--- config.mk ---
export PLATFORM = sky130hd
export DESIGN_NAME = apb_subsystem
export DESIGN_NICKNAME = d
export VERILOG_FILES = /design/src/hdl/apb_ss_pkg.sv /design/src/hdl/ahb_apb_bridge.sv /design/src/hdl/apb_decoder.sv /design/src/hdl/apb_gpio.sv /design/src/hdl/apb_subsystem.sv /design/src/hdl/apb_uart.sv
export SDC_FILE = /design/constraint.sdc
export NUM_CORES = 1
export LEC_CHECK = 0
export ABC_AREA = 1
export ABC_CLOCK_PERIOD_IN_PS = 7200
export BUFFER_PORTS_ARGS = -buffer_cell sky130_fd_sc_hd__buf_2
export CORE_MARGIN = 2
export CORE_UTILIZATION = 35
export DETAILED_ROUTE_END_ITERATION = 10
export GPL_TIMING_DRIVEN = 0
export PLACE_DENSITY = 0.58
export SETUP_SLACK_MARGIN = 0.1
export SLEW_MARGIN = 20
export SYNTH_ARGS = -nofsm -noshare
export SYNTH_HDL_FRONTEND = slang
export SYNTH_SLANG_ARGS = --single-unit
--- constraint.sdc ---
create_clock -name i_hclk -period 7.2 [get_ports i_hclk]
set_input_delay 0.72 -clock i_hclk [delete_from_list [all_inputs] [get_ports i_hclk]]
set_output_delay 0.72 -clock i_hclk [all_outputs]
set_load 0.01 [all_outputs]
--- src/hdl/apb_ss_pkg.sv ---
/*
 * APB subsystem shared definitions
 * Bus widths, APB request/response structs, address map,
 * register offsets and bridge FSM states
 */
package apb_ss_pkg;

  // ==================================================
  // Bus types
  // ==================================================
  typedef logic [31:0] addr_t;      // AHB/APB address
  typedef logic [31:0] data_t;      // AHB/APB data word
  typedef logic [1:0]  htrans_t;    // AHB transfer type
  typedef logic [3:0]  slv_sel_t;   // Peripheral field, haddr[15:12]
  typedef logic [1:0]  reg_off_t;   // Register offset, haddr[3:2]
  typedef logic [15:0] uart_div_t;  // Baud divisor
  typedef logic [7:0]  byte_t;      // UART character

  localparam htrans_t HTRANS_IDLE   = 2'b00;
  localparam htrans_t HTRANS_NONSEQ = 2'b10;
  localparam logic    HRESP_OKAY    = 1'b0;  // Only response ever given

  // Bridge to slaves, 66 bits
  typedef struct packed {
    addr_t paddr;
    logic  pwrite;
    data_t pwdata;
    logic  penable;
  } apb_req_t;

  // Slave back to bridge
  typedef struct packed {
    data_t prdata;
  } apb_rsp_t;

  typedef enum logic [1:0] {
    IDLE,    // Waiting for an AHB transfer
    SETUP,   // APB setup, psel up, penable low
    ACCESS   // APB access, penable high
  } bridge_state_t;

  // ==================================================
  // Address map
  // ==================================================
  localparam slv_sel_t SLV_GPIO = 4'd0;
  localparam slv_sel_t SLV_UART = 4'd1;

  localparam reg_off_t REG_GPIO_OUT  = 2'd0;
  localparam reg_off_t REG_GPIO_OE   = 2'd1;
  localparam reg_off_t REG_GPIO_IN   = 2'd2;

  localparam reg_off_t REG_UART_DATA = 2'd0;
  localparam reg_off_t REG_UART_STAT = 2'd1;
  localparam reg_off_t REG_UART_DIV  = 2'd2;

endpackage

--- src/hdl/ahb_apb_bridge.sv ---
/*
 * AHB-lite to APB bridge
 * Each single AHB transfer becomes one APB setup/access pair,
 * with two AHB wait states per transfer
 */
`timescale 1ns/1ps

module ahb_apb_bridge import apb_ss_pkg::*; (
  input  logic     i_hclk,
  input  logic     i_hresetn,     // Synchronous, active low
  // AHB-lite slave side
  input  logic     i_hsel,
  input  addr_t    i_haddr,
  input  htrans_t  i_htrans,
  input  logic     i_hwrite,
  input  data_t    i_hwdata,
  input  logic     i_hready_in,
  output data_t    o_hrdata,
  output logic     o_hready,
  output logic     o_hresp,
  // APB master side
  output apb_req_t o_apb_req,
  input  apb_rsp_t i_apb_rsp
);

  bridge_state_t state_q;
  bridge_state_t state_d;

  logic  xfer_ok;    // Address phase accepted this cycle
  addr_t paddr_q;    // Captured address phase
  logic  pwrite_q;
  data_t pwdata_q;   // Write data held for ACCESS
  data_t pwdata;
  data_t hrdata_q;   // prdata latched on ACCESS

  // ==================================================
  // Address phase
  // ==================================================
  // Only NONSEQ starts a transfer, IDLE/BUSY get zero-wait OKAY
  assign xfer_ok = i_hsel && i_hready_in && (i_htrans == HTRANS_NONSEQ)
                   && (state_q == IDLE);

  always_ff @(posedge i_hclk) begin
    if (xfer_ok) begin
      paddr_q  <= i_haddr;
      pwrite_q <= i_hwrite;
    end
  end

  // ==================================================
  // Transfer FSM
  // ==================================================
  always_comb begin
    state_d = state_q;
    case (state_q)
      IDLE:    if (xfer_ok) state_d = SETUP;
      SETUP:   state_d = ACCESS;
      ACCESS:  state_d = IDLE;     // Next cycle is the ready cycle
      default: state_d = IDLE;
    endcase
  end

  always_ff @(posedge i_hclk) begin
    if (!i_hresetn) begin
      state_q <= IDLE;
    end else begin
      state_q <= state_d;
    end
  end

  // ==================================================
  // Data phase
  // ==================================================
  // hwdata is valid in the first data cycle, which is SETUP
  always_ff @(posedge i_hclk) begin
    if (state_q == SETUP) begin
      pwdata_q <= i_hwdata;
    end
    if (state_q == ACCESS) begin
      hrdata_q <= i_apb_rsp.prdata;  // Held for the ready cycle
    end
  end

  // Live bus data in SETUP, held copy in ACCESS
  assign pwdata = (state_q == SETUP) ? i_hwdata : pwdata_q;

  assign o_apb_req = '{
    paddr:   paddr_q,
    pwrite:  pwrite_q,
    pwdata:  pwdata,
    penable: (state_q == ACCESS)
  };

  // Wait states during SETUP and ACCESS
  assign o_hready = (state_q == IDLE);
  assign o_hrdata = hrdata_q;
  assign o_hresp  = HRESP_OKAY;

endmodule

--- src/hdl/apb_decoder.sv ---
/*
 * APB address decoder
 * One select per peripheral from paddr[15:12], read data mux back
 */
`timescale 1ns/1ps

module apb_decoder import apb_ss_pkg::*; (
  input  apb_req_t i_apb_req,
  input  apb_rsp_t i_rsp_gpio,
  input  apb_rsp_t i_rsp_uart,
  input  logic     i_active,     // Bridge in SETUP or ACCESS
  output logic     o_psel_gpio,
  output logic     o_psel_uart,
  output apb_rsp_t o_apb_rsp
);

  slv_sel_t slv;
  data_t    rdata;

  assign slv = i_apb_req.paddr[15:12];

  // Selects only while a transfer is in flight
  assign o_psel_gpio = i_active && (slv == SLV_GPIO);
  assign o_psel_uart = i_active && (slv == SLV_UART);

  // Read mux
  always_comb begin
    if (o_psel_gpio) begin
      rdata = i_rsp_gpio.prdata;
    end else if (o_psel_uart) begin
      rdata = i_rsp_uart.prdata;
    end else begin
      rdata = '0;    // Unmapped reads as zero
    end
  end

  assign o_apb_rsp = '{prdata: rdata};

endmodule

--- src/hdl/apb_gpio.sv ---
/*
 * APB GPIO
 * Output and output-enable registers, active-low pin enables,
 * two-flop synchronizer on the input pins
 */
`timescale 1ns/1ps

module apb_gpio import apb_ss_pkg::*; #(
  parameter int GPIO_WIDTH = 16
) (
  input  logic                  i_pclk,
  input  logic                  i_presetn,
  input  logic                  i_psel,
  input  apb_req_t              i_apb_req,
  input  logic [GPIO_WIDTH-1:0] i_gpio_in,
  output apb_rsp_t              o_apb_rsp,
  output logic [GPIO_WIDTH-1:0] o_gpio_out,
  output logic [GPIO_WIDTH-1:0] o_gpio_oe_n
);

  reg_off_t off;
  logic     wr_en;
  data_t    rdata;

  logic [GPIO_WIDTH-1:0] out_q;
  logic [GPIO_WIDTH-1:0] oe_q;     // 1 = pin driven
  logic [GPIO_WIDTH-1:0] in_meta;
  logic [GPIO_WIDTH-1:0] in_sync;

  assign off   = i_apb_req.paddr[3:2];
  assign wr_en = i_psel && i_apb_req.penable && i_apb_req.pwrite;  // Access cycle

  // ==================================================
  // Registers
  // ==================================================
  always_ff @(posedge i_pclk) begin
    if (!i_presetn) begin
      out_q <= '0;
      oe_q  <= '0;      // All pins inputs
    end else if (wr_en) begin
      case (off)
        REG_GPIO_OUT: out_q <= i_apb_req.pwdata[GPIO_WIDTH-1:0];
        REG_GPIO_OE:  oe_q  <= i_apb_req.pwdata[GPIO_WIDTH-1:0];
        default: ;      // IN is read-only
      endcase
    end
  end

  // Pin synchronizer, IN valid 2 cycles after a pin change
  always_ff @(posedge i_pclk) begin
    in_meta <= i_gpio_in;
    in_sync <= in_meta;
  end

  // Read mux
  always_comb begin
    rdata = '0;
    if (i_psel) begin
      case (off)
        REG_GPIO_OUT: rdata = data_t'(out_q);
        REG_GPIO_OE:  rdata = data_t'(oe_q);
        REG_GPIO_IN:  rdata = data_t'(in_sync);
        default:      rdata = '0;
      endcase
    end
  end

  assign o_apb_rsp   = '{prdata: rdata};
  assign o_gpio_out  = out_q;
  assign o_gpio_oe_n = ~oe_q;   // Pads take active-low enables

endmodule

--- src/hdl/apb_subsystem.sv ---
/*
 * APB peripheral subsystem top
 * AHB-lite slave port, bridge, decoder, GPIO and UART
 */
`timescale 1ns/1ps

module apb_subsystem import apb_ss_pkg::*; #(
  parameter int        GPIO_WIDTH = 16,
  parameter uart_div_t DIV_RESET  = 16'd8
) (
  input  logic                  i_hclk,
  input  logic                  i_hresetn,
  // AHB-lite slave
  input  logic                  i_hsel,
  input  addr_t                 i_haddr,
  input  htrans_t               i_htrans,
  input  logic                  i_hwrite,
  input  logic [2:0]            i_hsize,     // Word accesses only, not decoded
  input  data_t                 i_hwdata,
  input  logic                  i_hready_in,
  output data_t                 o_hrdata,
  output logic                  o_hready,
  output logic                  o_hresp,
  // Pins
  input  logic [GPIO_WIDTH-1:0] i_gpio_in,
  output logic [GPIO_WIDTH-1:0] o_gpio_out,
  output logic [GPIO_WIDTH-1:0] o_gpio_oe_n,
  input  logic                  i_uart_rxd,
  output logic                  o_uart_txd,
  output logic                  o_uart_irq
);

  apb_req_t apb_req;
  apb_rsp_t apb_rsp, rsp_gpio, rsp_uart;
  logic     psel_gpio, psel_uart;

  ahb_apb_bridge bridge_i (
    .i_hclk (i_hclk), .i_hresetn (i_hresetn),
    .i_hsel (i_hsel), .i_haddr (i_haddr), .i_htrans (i_htrans),
    .i_hwrite (i_hwrite), .i_hwdata (i_hwdata), .i_hready_in (i_hready_in),
    .o_hrdata (o_hrdata), .o_hready (o_hready), .o_hresp (o_hresp),
    .o_apb_req (apb_req), .i_apb_rsp (apb_rsp)
  );

  // Bridge is mid-transfer whenever it holds hready low
  apb_decoder decoder_i (
    .i_apb_req (apb_req), .i_rsp_gpio (rsp_gpio), .i_rsp_uart (rsp_uart),
    .i_active (!o_hready),
    .o_psel_gpio (psel_gpio), .o_psel_uart (psel_uart), .o_apb_rsp (apb_rsp)
  );

  apb_gpio #(.GPIO_WIDTH (GPIO_WIDTH)) gpio_i (
    .i_pclk (i_hclk), .i_presetn (i_hresetn), .i_psel (psel_gpio),
    .i_apb_req (apb_req), .i_gpio_in (i_gpio_in), .o_apb_rsp (rsp_gpio),
    .o_gpio_out (o_gpio_out), .o_gpio_oe_n (o_gpio_oe_n)
  );

  apb_uart #(.DIV_RESET (DIV_RESET)) uart_i (
    .i_pclk (i_hclk), .i_presetn (i_hresetn), .i_psel (psel_uart),
    .i_apb_req (apb_req), .i_rxd (i_uart_rxd), .o_apb_rsp (rsp_uart),
    .o_txd (o_uart_txd), .o_irq (o_uart_irq)
  );

endmodule

--- src/hdl/apb_uart.sv ---
/*
 * APB UART, 8N1
 * Baud divisor register, transmit shifter, mid-bit receive sampler,
 * status register and receive interrupt
 */
`timescale 1ns/1ps

module apb_uart import apb_ss_pkg::*; #(
  parameter uart_div_t DIV_RESET = 16'd8
) (
  input  logic     i_pclk,
  input  logic     i_presetn,
  input  logic     i_psel,
  input  apb_req_t i_apb_req,
  input  logic     i_rxd,
  output apb_rsp_t o_apb_rsp,
  output logic     o_txd,
  output logic     o_irq
);

  reg_off_t  off;
  logic      wr_en, rd_en;
  data_t     rdata;
  uart_div_t div_q;      // Bit time is div_q+1 clocks

  logic       tx_busy;
  logic [9:0] tx_shift;  // {stop, data, start}, LSB on the line
  uart_div_t  tx_cnt;
  logic [3:0] tx_bitcnt;

  logic [2:0] rx_pipe;   // [1] synchronized, [2] previous
  logic       rx_bit, start_edge;
  logic       rx_busy, rx_valid, rx_sample, rx_done;
  uart_div_t  rx_cnt;
  logic [3:0] rx_bitcnt; // 0 start, 1..8 data, 9 stop
  byte_t      rx_shift, rx_buf;

  assign off   = i_apb_req.paddr[3:2];
  assign wr_en = i_psel && i_apb_req.penable && i_apb_req.pwrite;
  assign rd_en = i_psel && i_apb_req.penable && !i_apb_req.pwrite;

  always_ff @(posedge i_pclk) begin
    if (!i_presetn) begin
      div_q <= DIV_RESET;
    end else if (wr_en && off == REG_UART_DIV) begin
      div_q <= i_apb_req.pwdata[15:0];
    end
  end

  // ==================================================
  // Transmitter
  // ==================================================
  always_ff @(posedge i_pclk) begin
    if (!i_presetn) begin
      tx_busy   <= 1'b0;
      tx_shift  <= '1;      // Line idles high
      tx_cnt    <= '0;
      tx_bitcnt <= '0;
    end else if (!tx_busy) begin
      if (wr_en && off == REG_UART_DATA) begin   // Writes while busy dropped
        tx_shift  <= {1'b1, i_apb_req.pwdata[7:0], 1'b0};
        tx_busy   <= 1'b1;
        tx_cnt    <= '0;
        tx_bitcnt <= '0;
      end
    end else if (tx_cnt == div_q) begin
      tx_cnt    <= '0;
      tx_shift  <= {1'b1, tx_shift[9:1]};         // Refill with idle level
      tx_bitcnt <= tx_bitcnt + 4'd1;
      if (tx_bitcnt == 4'd9) tx_busy <= 1'b0;    // Stop bit done
    end else begin
      tx_cnt <= tx_cnt + 16'd1;
    end
  end

  assign o_txd = tx_shift[0];

  // ==================================================
  // Receiver
  // ==================================================
  assign rx_bit     = rx_pipe[1];
  assign start_edge = !rx_pipe[1] && rx_pipe[2];
  assign rx_sample  = rx_busy && (rx_cnt == '0);
  assign rx_done    = rx_sample && (rx_bitcnt == 4'd9) && rx_bit;  // Good stop bit

  always_ff @(posedge i_pclk) begin
    if (!i_presetn) begin
      rx_pipe   <= '1;
      rx_busy   <= 1'b0;
      rx_valid  <= 1'b0;
      rx_cnt    <= '0;
      rx_bitcnt <= '0;
    end else begin
      rx_pipe <= {rx_pipe[1:0], i_rxd};
      if (rd_en && off == REG_UART_DATA) rx_valid <= 1'b0;
      if (!rx_busy) begin
        if (start_edge) begin
          rx_busy   <= 1'b1;
          rx_cnt    <= div_q >> 1;     // Half a bit to mid start
          rx_bitcnt <= '0;
        end
      end else if (!rx_sample) begin
        rx_cnt <= rx_cnt - 16'd1;
      end else begin
        rx_cnt    <= div_q;
        rx_bitcnt <= rx_bitcnt + 4'd1;
        if ((rx_bitcnt == 4'd0 && rx_bit) || rx_bitcnt == 4'd9) begin
          rx_busy <= 1'b0;             // False start or frame end
        end
      end
      if (rx_done) rx_valid <= 1'b1;   // Wins over a same-cycle read
    end
  end

  // Data shifts in LSB first, buffer overwritten if still unread
  always_ff @(posedge i_pclk) begin
    if (rx_sample && rx_bitcnt != 4'd0 && rx_bitcnt != 4'd9) begin
      rx_shift <= {rx_bit, rx_shift[7:1]};
    end
    if (rx_done) rx_buf <= rx_shift;
  end

  // Read mux
  always_comb begin
    rdata = '0;
    if (i_psel) begin
      case (off)
        REG_UART_DATA: rdata = {24'b0, rx_buf};
        REG_UART_STAT: rdata = {30'b0, rx_valid, tx_busy};
        REG_UART_DIV:  rdata = {16'b0, div_q};
        default:       rdata = '0;
      endcase
    end
  end

  assign o_apb_rsp = '{prdata: rdata};
  assign o_irq     = rx_valid;

endmodule

==> key figures, run 1 <==
Power and ir drop
  – Static Leak: 3.87 nW
  – Int Power: ~1.7 mW
  – Power per cell area: 239 nW/um2
  – Maximum vdd drop: 0.000176 V
  – P_sw: 0.645 mW
  – Combinational share of power: around a tenth
  – Reg power frac: 49.4%
  – Share of total power in the clock network: 40.4%
  – Switching share of power: 27.7%
  – Power Total: 2.32 mW

Worst setup path
  – Reg-to-reg setup timing slack: 4.91 ns
  – Crit Path Class: register to register
  – WP data arrival: approximately 2.4 ns
  – Crit-path max FO: 8
  – Worst r2r src: uart_i.rx_cnt[0]$_SDFFE_PN0P_
  – Setup crit end kind: register
  – Crit path from: uart_i.rx_cnt[0]$_SDFFE_PN0P_
  – CP required: roughly 7.3 ns
  – Crit start category: register
  – R2R depth: 10
  – Reg2reg end: uart_i.rx_buf[4]$_DFFE_PP_

Routing
  – Starting DRT DRC Count: 516
  – DRT Wirelength: 24.1 mm
  – Wirelength per Cell: 16.6 um
  – Antenna-violating nets left: 0
  – Post-DR vias/cell: 4.84
  – DRT Pass-1 Iters: 5
  – Post-route DRC: 0
  – Via count: 7042

Placement
  – RePlAce Congestion: just under 0.9
  – Port Buf Inserts: 95
  – Final HPWL DP: 18.1 mm

STA
  – Clock Skew: roughly 0.021 ns
  – Final Slew Violations: 0
  – Fin Hold WS: 0.329 ns
  – Setup TNS: 0 ns
  – Relative slew slack: 51.1%
  – Final period util: 31.8%
  – Number of hold violations in the final report: 0
  – RSZ-0062 raised after global routing: false
  – Worst-Margin Slew: 0.733 ns
  – Tmin final: 2.29 ns
  – Finish-stage setup viols: 0
  – Maximum clock frequency: 437 MHz

Yosys
  – Fraction of registers with async set/reset: 0%
  – Synth area leaders: dfxtp_1 (37%), edfxtp_1 (14%), nand2_1 (8.2%)
  – Register bit count reported by yosys: 192
  – Register area share after synthesis: 51.7%
  – Mapped Area: 8190 um2
  – EDFF count, synth: 39
  – Cell accounting for the most synthesized area: dfxtp_1
  – Share of Yosys cell area claimed by the top area cell type: 37.4%
  – Most frequent cells after synthesis: nand2_1 (179), dfxtp_1 (153), inv_1 (119), a21oi_1 (107), o21ai_0 (68)
  – Avg Cell Area, Syn: a little over 8 um2
  – Yosys Warn Count: 0
  – Count leader, synth: nand2_1
  – Post-Synthesis Cells: 996
  – Post-synth top flop: dfxtp_1
  – Netlist cell types: 38

CTS
  – Worst skew pair latency: 0.45 ns
  – CTS tree: built
  – Post-CTS setup buffers: 0
  – CTS buffer count: 17
  – PostCTS Resize Cnt: 0
  – H-tree levels: 4
  – Clock buffer depth: 2
  – Clk sinks: 192
  – Clk slew on worst S/H paths: 0.07 ns
  – # hold bufs at CTS: 0
  – Root buffer cell: clkbuf_16

Floorplan
  – Die height: between 150 and 200 um
  – Starting Density: 35.9%
  – DIE WIDTH: roughly 160 um
  – Row cnt: 55
  – Total core area: roughly 23000 um2
  – Die Footprint: ~25000 um2
  – I/O Pins: between 150 and 200

Finish
  – Fillers: 2291
  – Area grow syn2layout: 18.9%
  – Share of layout cells above drive strength 1: 18.1%
  – Diode count: 0
  – Nets: 1226

Worst hold path
  – Hold EP: gpio_i.in_sync[6]$_DFF_P_
  – Hold Startpoint: gpio_i.in_meta[6]$_DFF_P_
  – Worst Hold Class: register to register
  – Hold depth: 0

GRT
  – Largest net degree at the start of global routing: 21
  – GRT overflow: 0
  – Initial antenna violation count: 0
  – First-pass GRT wire length: 37.1 mm
  – Number of global-route vias before repair: about 6600
  – GRT Overall Usage: 20.0%

Run
  – # Max-Cap Violations: 0

Status
  – Outcome: completed
-- worst max path at each step --
stage	to	slack, ns	cells past startpoint
after floorplan	uart_i.rx_shift[0]$_DFFE_PP_	4.90	8
after global placement	uart_i.rx_shift[0]$_DFFE_PP_	4.22	8
after detailed placement	uart_i.rx_buf[4]$_DFFE_PP_	4.93	10
after CTS	uart_i.rx_buf[4]$_DFFE_PP_	4.92	10
after global routing	uart_i.rx_buf[1]$_DFFE_PP_	4.73	10
final	uart_i.rx_buf[4]$_DFFE_PP_	4.91	10
-- cell usage in the layout (no fill, tap or decap), types with 3 or more instances in the layout --
cell / count
inv_1: 119
nand2_2: 5
inv_6: 4
mux2_2: 8
buf_4: 19
nor2_2: 8
inv_2: 11
nor2_1: 58
a21oi_1: 107
clkinv_8: 6
nand2_1: 179
o211ai_1: 10
clkbuf_16: 17
clkbuf_1: 22
o22ai_1: 29
buf_2: 108
a22oi_1: 4
nand3_2: 3
nand3_1: 64
dfxtp_1: 153
nor2_4: 4
a221oi_1: 4
xor2_1: 14
edfxtp_1: 39
o21ai_1: 14
ha_1: 7
conb_1: 17
nand4_1: 13
nor3_1: 5
o21ai_0: 68
-- cell type report --
| cell class | count | area (um2) | share of cell area [%] |
|---|---|---|---|
| Buffer | 56 | 312 | 3.20 |
| Sequential cell | 192 | 4230 | 43.5 |
| Clock inverter | 14 | 166 | 1.71 |
| Timing Repair Buffer | 97 | 495 | 5.09 |
| Tap cell | 313 | 392 | 4.02 |
| Multi-Input combinational cell | 633 | 3220 | 33.0 |
| Clock buffer | 18 | 429 | 4.41 |
| Inverter | 131 | 493 | 5.06 |
-- routing by layer --
| metal | track usage (%) | up-vias | share of wire [%] |
|---|---|---|---|
| li1 | - | 3545 | - |
| met4 | 8.52 | 0 | 3.1 |
| met5 | 0 | - | 0 |
| met1 | 27.0 | 3220 | 45 |
| met3 | 3.85 | 42 | 6.0 |
| met2 | 31.2 | 235 | 46 |
-- power by group through the flow --
| stage | clock network (mW) | registers [mW] | logic [mW] |
|---|---|---|---|
| final | 0.940 | 1.15 | 0.237 |
| after global routing | 0.995 | 1.15 | 0.266 |
| after CTS | 0.954 | 1.15 | 0.233 |
| after detailed placement | 0 | 1.17 | 0.232 |
| after global placement | 0 | 1.17 | 0.231 |
| after floorplan | 0 | 1.17 | 0.159 |
-- kinds of logic (layout without fill, tap and decap cells) --
kind of cell               after synthesis  after routing  synth area share, %
and+or+nand+nor                        347            347                 18.9
AOI/OAI and AO/OA                      239            239                 15.8
DFF                                    192            192                 51.7
buffers and inverters                  187            316                 9.83
xor gates and xnor gates                15             15                 1.60
muxes                                    8              8                 1.10
adders and majority gates                7              7                 1.07
other                                    1             17               0.0458
-- critical path, stage by stage, from the launching register on --
cell     delay (ns)
dfxtp_1        0.31
inv_1          0.12
ha_1           0.21
nand2_2        0.12
nor2_4         0.15
nand2_2        0.10
nor2_2         0.17
nand2_1        0.14
nor2_2         0.21
nand3_1        0.14
inv_1          0.29
-- per-stage QoR --
stage          setup slack (ns)  cell area [um2]  std cells  utilization [%]
6_report                   4.91             9740       1454             42.8
5_1_grt                    4.73             9740       1454             42.8
4_1_cts                    4.92             9740       1454             42.8
3_5_place_dp               4.93             9140       1422             40.1
3_3_place_gp               4.22             9110       1420             40.0
2_1_floorplan              4.90             8250       1012                -
No activity file was read; power rests on OpenSTA's default activity.
==> run 2, diff against run 1 <==
--- a/config.mk
+++ b/config.mk
@@ -6,13 +6,13 @@
 export NUM_CORES = 1
 export LEC_CHECK = 0
 export ABC_AREA = 1
-export ABC_CLOCK_PERIOD_IN_PS = 7200
+export ABC_CLOCK_PERIOD_IN_PS = 1900
 export BUFFER_PORTS_ARGS = -buffer_cell sky130_fd_sc_hd__buf_2
 export CORE_MARGIN = 2
 export CORE_UTILIZATION = 35
 export DETAILED_ROUTE_END_ITERATION = 10
 export GPL_TIMING_DRIVEN = 0
-export PLACE_DENSITY = 0.58
+export PLACE_DENSITY = 0.6
 export SETUP_SLACK_MARGIN = 0.1
 export SLEW_MARGIN = 20
 export SYNTH_ARGS = -nofsm -noshare
==> constraint.sdc (replaced) <==
create_clock -name i_hclk -period 1.9 [get_ports i_hclk]
set_input_delay 0.19 -clock i_hclk [delete_from_list [all_inputs] [get_ports i_hclk]]
set_output_delay 0.19 -clock i_hclk [all_outputs]
set_load 0.01 [all_outputs]
==> run 2 against run 1 <==
Sequential power rose to 3.8 times the previous value; via count up 5.0%; largest cell class unchanged; total power rose to 4.0 times the previous value; global-route usage about the same; sequential share of layout area down 2.3 points; utilization up 2.5 points; first-iteration DRC count up 34%; non-clock buffer count up 36.
==> key figures, run 2 (synthesis results as in run 1) <==
CTS
  – Clock buffer depth: 2
  – CTS buffer count: 17
  – Worst skew pair latency: 0.45 ns
  – Clk sinks: ~190
  – H-tree levels: 4
  – CTS tree: built
  – Clk slew on worst S/H paths: roughly 0.08 ns
  – Root buffer cell: clkbuf_16

Floorplan
  – Die height: 157 um
  – I/O Pins: 159
  – DIE WIDTH: 157 um
  – Starting Density: 35.9%
  – Total core area: 22800 um2
  – Die Footprint: 24600 um2
  – Row cnt: 55

Placement
  – RePlAce Congestion: around 0.9
  – DP Area: between 9000 and 10000 um2
  – Final HPWL DP: 17.7 mm
  – Port Buf Inserts: 95
  – Inst Count DP: 1420

Routing
  – Starting DRT DRC Count: about 690
  – Wirelength per Cell: approximately 16 um
  – DRT Wirelength: roughly 24 mm
  – DRT Pass-1 Iters: 6
  – Via count: 7395
  – Post-route DRC: 0
  – Antenna-violating nets left: 0
  – Post-DR vias/cell: 4.96

GRT
  – Initial antenna violation count: 0
  – GRT Overall Usage: 20.0%
  – Number of global-route vias before repair: about 6600
  – First-pass GRT wire length: 37.4 mm
  – Largest net degree at the start of global routing: 23
  – GRT overflow: 0

Worst setup path
  – Crit Path Class: register to register
  – Crit-path cells: inv_1 -> nor2_4 -> clkbuf_2 -> a221oi_2 -> o22ai_1
  – Top delay family on crit path: compound AO/OA/AOI/OAI gates
  – CP required: 2.05 ns
  – WP data arrival: 1.92 ns
  – Buf/Inv on CP: 2
  – Crit-path max FO: 10
  – Setup crit end kind: register
  – Largest stage delay on the critical path: 0.42 ns
  – Crit path max-delay cell type: edfxtp_1
  – Crit start category: register

Finish
  – Area grow syn2layout: 26.0%
  – Diode count: 0
  – Design area: 10300 um2
  – Most frequent cells in the layout: nand2_1 (176), dfxtp_1 (139), inv_1 (107)
  – Share of layout cells above drive strength 1: 22.7%
  – Final Util: 45.3%
  – Nets: 1262
  – Post-Layout Cell Count: 1490
  – Leading cell type in the layout, fill and taps excluded: nand2_1

STA
  – RSZ-0062 raised after global routing: true
  – Number of hold violations in the final report: 0
  – Finish-stage setup viols: 0
  – Tmin final: between 1.5 and 2 ns
  – Relative slew slack: 49.8%
  – Setup TNS: 0 ns
  – Clock Skew: 0.0110 ns
  – Maximum clock frequency: 562 MHz
  – Worst-Margin Slew: 0.753 ns
  – Final Slew Violations: 0
  – Final period util: 93.7%

Run
  – # Max-Cap Violations: 0

Power and ir drop
  – Maximum vdd drop: 0.000645 V
  – Power Total: 9.23 mW
  – Static Leak: around 4.1 nW
  – Power per cell area: 895 nW/um2

Status
  – Outcome: completed

Worst hold path
  – Worst Hold Class: input port to register
run 2: cell types whose count changed in the layout (fill, tap and decap cells not counted), moves of 6 or more:
cell and delta:
dlygate4sd3_1 +24, buf_4 +15, dfxtp_1 -14, dfxtp_2 +13, inv_1 -12, inv_2 +10
nor2_4 +8, clkbuf_1 -6
run 2: worst paths after layout:
kind | start | endpoint | slack, ns | cells past startpoint
worst max-delay path | bridge_i.paddr_q[3]$_DFFE_PP_ | bridge_i.o_hrdata[8]$_DFFE_PN_ | 0.12 | 5
worst min-delay path | i_htrans[0] | bridge_i.state_q[0]$_SDFFE_PN0P_ | 0.02 | 4
worst max register to register | bridge_i.paddr_q[3]$_DFFE_PP_ | bridge_i.o_hrdata[8]$_DFFE_PN_ | 0.12 | 5
worst min register to register | gpio_i.in_meta[0]$_DFF_P_ | gpio_i.in_sync[0]$_DFF_P_ | 0.33 | 0
run 2: where the power goes:
part	internal [mW]	leakage (nW)	switching, mW
logic	0.372	2.17	0.645
clock network	1.95	0.313	1.91
registers	4.30	1.62	0.0553
run 2: layout make-up:
cell class / count / area, um2
tap: 313 / 392
timing repair buffer: 133 / 825
fill: 2261 / 12500
sequential: 192 / 4250
inverter: 131 / 500
clock inverter: 15 / 223
multi-input combinational: 633 / 3370
buffer: 56 / 334
clock buffer: 17 / 425
run 2: per-layer routing:
layer	vias to the layer above	GRT usage (%)	part of all wire, %
met3	37	3.61	6.1
met5	-	0	0
met4	0	7.16	2.4
li1	3621	-	-
met1	3444	27.2	45
met2	293	32.0	46
run 2: repair_timing:
action,4_1_cts,5_1_grt
endpoints found under the hold margin,24,0
setup endpoints to repair,118,112
pin swaps,7,3
hold buffers,24,0
buffers inserted,6,8
resized for setup,24,50
run 2: worst min-delay path, delay by kind of cell:
family                 cells  cell delay (ns)
buffers and inverters      2             0.10
and+or+nand+nor            2             0.14
run 2: through the flow:
step	setup WS (ns)	hold WS, ns
2_1_floorplan	0.0606	0.218
3_3_place_gp	-0.537	0.292
3_5_place_dp	-0.521	0.294
4_1_cts	0.118	0.0223
5_1_grt	0.0586	0.0281
6_report	0.121	0.0214
